===== config.mk =====
export PLATFORM = sky130hd
export DESIGN_NAME = reg_files
export DESIGN_NICKNAME = d
export VERILOG_FILES = /design/src/design/reg_files.sv
export VERILOG_INCLUDE_DIRS = /design/src /design/src/common
export SDC_FILE = /design/constraint.sdc
export NUM_CORES = 2
export LEC_CHECK = 0
export ABC_AREA = 1
export BUFFER_PORTS_ARGS = -buffer_cell sky130_fd_sc_hd__buf_4
export CAP_MARGIN = 15
export CORE_MARGIN = 8
export CORE_UTILIZATION = 37
export CTS_CLUSTER_SIZE = 14
export DETAILED_ROUTE_END_ITERATION = 8
export MAX_ROUTING_LAYER = met4
export PLACE_DENSITY_LB_ADDON = 0.08
export RECOVER_POWER = 50
export SETUP_SLACK_MARGIN = 0.1
export SYNTH_ARGS = -nofsm -noshare
export SYNTH_HDL_FRONTEND = slang
export SYNTH_SLANG_ARGS = --single-unit

===== constraint.sdc =====
create_clock -name clk -period 7.58 [get_ports clk]
set_clock_uncertainty 0.15 [all_clocks]
set_input_delay 0.758 -clock clk [delete_from_list [all_inputs] [get_ports clk]]
set_output_delay 0.758 -clock clk [all_outputs]
set_load 0.05 [all_outputs]

===== src/common/exec_defs.svh =====
`ifndef EXEC_DEFS_SVH
`define EXEC_DEFS_SVH

// data and address width
`define XLEN 32

// entries in each register file
`define NREGS 32

// iterations of the shift-subtract divider, one quotient bit each
`define DIV_STEPS 32

`endif


===== src/design/reg_files.sv =====
`timescale 1ns/1ps
`include "exec_defs.svh"

module reg_files (
   input  logic              clk,
   input  logic              rstn,
   input  logic [4:0]        rs1,
   input  logic [4:0]        rs2,
   output logic [`XLEN-1:0]  rs1_val,
   output logic [`XLEN-1:0]  rs2_val,
   output logic [`XLEN-1:0]  frs1_val,
   output logic [`XLEN-1:0]  frs2_val,
   input  logic              we_int,
   input  logic              we_float,
   input  logic [4:0]        wd,
   input  logic [`XLEN-1:0]  wdata
);

   logic [`XLEN-1:0] int_regs [`NREGS];
   logic [`XLEN-1:0] flt_regs [`NREGS];

   always_ff @(posedge clk) begin
      if (rstn) begin
         for (int i = 0; i < `NREGS; i++) begin
            int_regs[i] <= '0;
            flt_regs[i] <= '0;
         end
      end else begin
         if (we_int && wd != 5'd0)
            int_regs[wd] <= wdata;
         if (we_float)
            flt_regs[wd] <= wdata;
      end
   end

   // x0 is hardwired, f0 is an ordinary register
   assign rs1_val  = (rs1 == 5'd0) ? '0 : int_regs[rs1];
   assign rs2_val  = (rs2 == 5'd0) ? '0 : int_regs[rs2];
   assign frs1_val = flt_regs[rs1];
   assign frs2_val = flt_regs[rs2];

endmodule


* After elaboration in Yosys (flattened, before gate mapping) *
Memory sizes are Yosys's and may differ from the RTL's.
Cells that the tools add are included.
Widths: inputs -> output; s select.

word-level totals
  register bits after elaboration = 0
  memory bits (writable) = 2048
  input port bits = 51
  output and inout bits = 128
  memories = 2

memory list
  memory    words  bits a word  read ports  clocked after memory_dff  wr ports  RTL line         RTL
  flt_regs  32     32           2           0                         32        reg_files.sv:20  logic [`XLEN-1:0] flt_regs [`NREGS];
  int_regs  32     32           2           0                         32        reg_files.sv:19  logic [`XLEN-1:0] int_regs [`NREGS];

operators by class
  muxes and demuxes = 16
  reductions and logical operators = 6

operator list
  kind               count
  $mux 32            4
  $reduce_or 32->1   2
  $logic_not 5->1    2
  $mux 1             10
  $mux 5             2
  $reduce_bool 5->1  1
  $logic_and 1x1->1  1

* Depth between registers and ports, before layout *
  word-level depth = 7
  depth in mapped cells = 14
  mapped depth without buffers = 10

* Worst setup path after synthesis *
No wires, ideal clock.

  kind = in2out
  start point = in rs2[0]
  end point = out frs2_val[12]
  data arrival time = 2919 ps
  setup slack = 3753 ps
  stages on the path = 10
  cells stage by stage = buf_2 -> buf_2 -> buf_2 -> clkbuf_1 -> nand2_1 -> nand3_1 -> nand3_1 -> nand2_1 -> a21oi_1 -> o21ai_0

between the ends
  longest elaborated chain between the ends = 1

RTL lines
  element        RTL line         RTL
  from (decl)    reg_files.sv:8   input logic [4:0] rs2,
  $mem_v2 32x32  n/a
  to (decl)      reg_files.sv:12  output logic [`XLEN-1:0] frs2_val,

No other way between the ends.

==> metrics.md <==
| Metric | Value |
|---|---|
| Status | complete, but fails checks |
| Failing checks | max-capacitance violations, max-slew violations |
| Initial antenna violation count | 34 |
| RSZ-0062 raised after global routing | no |
| Synthesized area per cell | 7.84 µm² |
| Port Buf Inserts | 178 |
| Setup bufs post-CTS | 0 |
| Setup TNS Final | 0 ns |
| Max-slew violation count | 1712 |
| Final worst slack | 1.19 ns |
| Detail-routed via count per cell | 5.93 |
| Initial drt markers | 16801 |
| GPL Wtd Cong | 0.964 |
| Post-cts sizing count | 0 |
| DRC viols | 0 |
| Routed Antenna Nets | 0 |
| Starting density of the core | 0.371 |
| Clk buf depth | 4 |
| Chip width | 566 µm |
| Sequential share of the synthesized area | 0.549 |
| Gate Count Post-Synth | 14284 |
| Worst Path Arrival | 6.80 ns |
| Setup crit end kind | flip-flop |
| # fillers | 29952 |
| Peak supply drop | 0.175 mV |
| Grt ovf | 0 |
| Num rows | 202 |
| Vias | 106468 |
| Root Buffer Master | clkbuf_16 |
| Min-Delay Path Class | input port to flip-flop |
| Num CTS Buffers | 246 |
| Pwr Total | 29.4 mW |
| First-pass GRT wire length | 758000 µm |
| Worst-path maximum fanout | 33 |
| Pwr Density | 237 nW/µm² |
| Final wirelength | 543000 µm |
| Tot GR Track Use | 0.332 |
| Hold_ws | 0.193 ns |
| Leak pwr | 49.4 nW |
| Largest net degree at the start of global routing | 173 |
| Tmin final | 6.39 ns |
| Final setup vio count | 0 |
| Hold Buf Count CTS | 0 |
| Routed len/inst | 30.3 µm |
| CTS Sinks | 2048 |
| Share of cells above drive strength 1 | 0.0628 |
| MaxCap Viol Count | 53 |
| Vias in the first global route | 98920 |
| Setup Crit Path Kind | input port to flip-flop |
| Htree depth | 4 |
| Post-DP HPWL | 298000 µm |
| Clk slew on worst S/H paths | 0.06 ns |
| YS warnings | 0 |
| Netlist cell types | 23 |
| Max frequency | 0.156 GHz |
| Die Y | 566 µm |
| Nature of the critical path startpoint | input port |
| Pre-CTS WS | 2.52 ns |
| Die ar. | 321000 µm² |
| CTS tree | done |
| NumNets Final | 13815 |
| Top Ports | 179 |
| Max-slew headroom | -1.35 |
| Final worst-path cycle share | 0.843 |
| Layout Area Growth over Synthesis | 10.6% |
| Drt pass-1 iters | 8 |
| Hold Fails Final Rpt | 0 |
| Core area | 302000 µm² |
| Worst Max-Slew Pin Slew | 3.53 ns |
| Worst path required time | 7.99 ns |
| Layout Utilization | 0.410 |
| #FFs+latches synth | 2048 |
| Post-Synthesis Cell Area | 112000 µm² |
## stage by stage
stage,instances,instance area (µm²)
finish,17953,124000
global route,17950,124000
CTS,17930,124000
detailed placement,17492,117000
global placement,17491,117000
floorplan,14315,112000
## cells in the final DEF, fill, tap and decap left out, types with 73 or more instances in the layout
cell       netlist  layout
buf_4            4     348
a21oi_1        132     132
o21ai_0        829     829
nand2_1       3897    3832
inv_1          115     110
nor2_1        3708    3705
clkbuf_16        0     249
clkinv_2         0      73
edfxtp_1      2048    2048
clkbuf_1       824     111
nand3_1       2131    2092
## metal layers
layer / vias up / track usage / routed length, µm
met3: 1330 / 0.0601 / 59700
met1: 51747 / 0.433 / 213000
li1: 46027 / - / -
met2: 7364 / 0.494 / 238000
met4: 0 / 0.174 / 33500
met5: - / - / 0
## area by class of cell
class | instances | area [µm²] | share of cell area
Timing Repair Buffer | 465 | 4020 | 0.0324
Clock inverter | 133 | 998 | 0.00806
Inverter | 155 | 672 | 0.00542
Clock buffer | 305 | 6440 | 0.0520
Sequential cell | 2048 | 61500 | 0.496
Antenna cell | 21 | 52.6 | 0.000424
Multi-Input combinational cell | 10848 | 45300 | 0.365
Tap cell | 3978 | 4980 | 0.0402
## Yosys cell counts
cell type,count,area (µm²)
edfxtp_1,2048,61500
nor3_2,2,20.0
o21ai_0,829,4150
o211ai_1,38,285
o21ai_1,60,300
clkbuf_1,824,3090
clkinv_1,4,15.0
a21oi_1,132,661
buf_1,91,342
nor3_1,3,15.0
nor2_1,3708,13900
inv_1,115,432
nand2_1,3897,14600
buf_4,4,30.0
nand3_1,2131,10700
nor2_2,1,6.26
buf_6,1,11.3
and2_1,1,6.26
buf_2,344,1720
a31oi_1,12,75.1
inv_2,36,135
conb_1,1,3.75
nand4_1,2,12.5
## power breakdown
group | internal [mW] | switching, mW | total, mW | leakage, nW
combinational | 0.999 | 3.56 | 4.56 | 26.3
clock | 6.48 | 4.98 | 11.5 | 3.64
sequential | 13.1 | 0.316 | 13.4 | 19.5
## sequential cells by signal, indices dropped and copies added (netlist names)
name      count
flt_regs   1024
int_regs   1024
## cell families after synthesis
family          synth area share
other cells            0.0000335
compound gates            0.0488
buf+inv                   0.0516
simple gates               0.351
flops                      0.549
## final timing paths
check       from               end  slack, ns  cells past startpoint
max         rstn    int_regs[3][4]       1.19                      8
min    wdata[14]  int_regs[25][14]       0.19                      3
## critical path, cell delays in order
cell	delay, ns
clkbuf_1	0.20
clkinvlp_2	1.19
o211ai_1	0.48
inv_1	0.39
nand2_2	0.14
clkbuf_1	2.15
nand2_2	0.79
buf_4	0.56
Note: power is estimated with default switching activity, not from simulation.
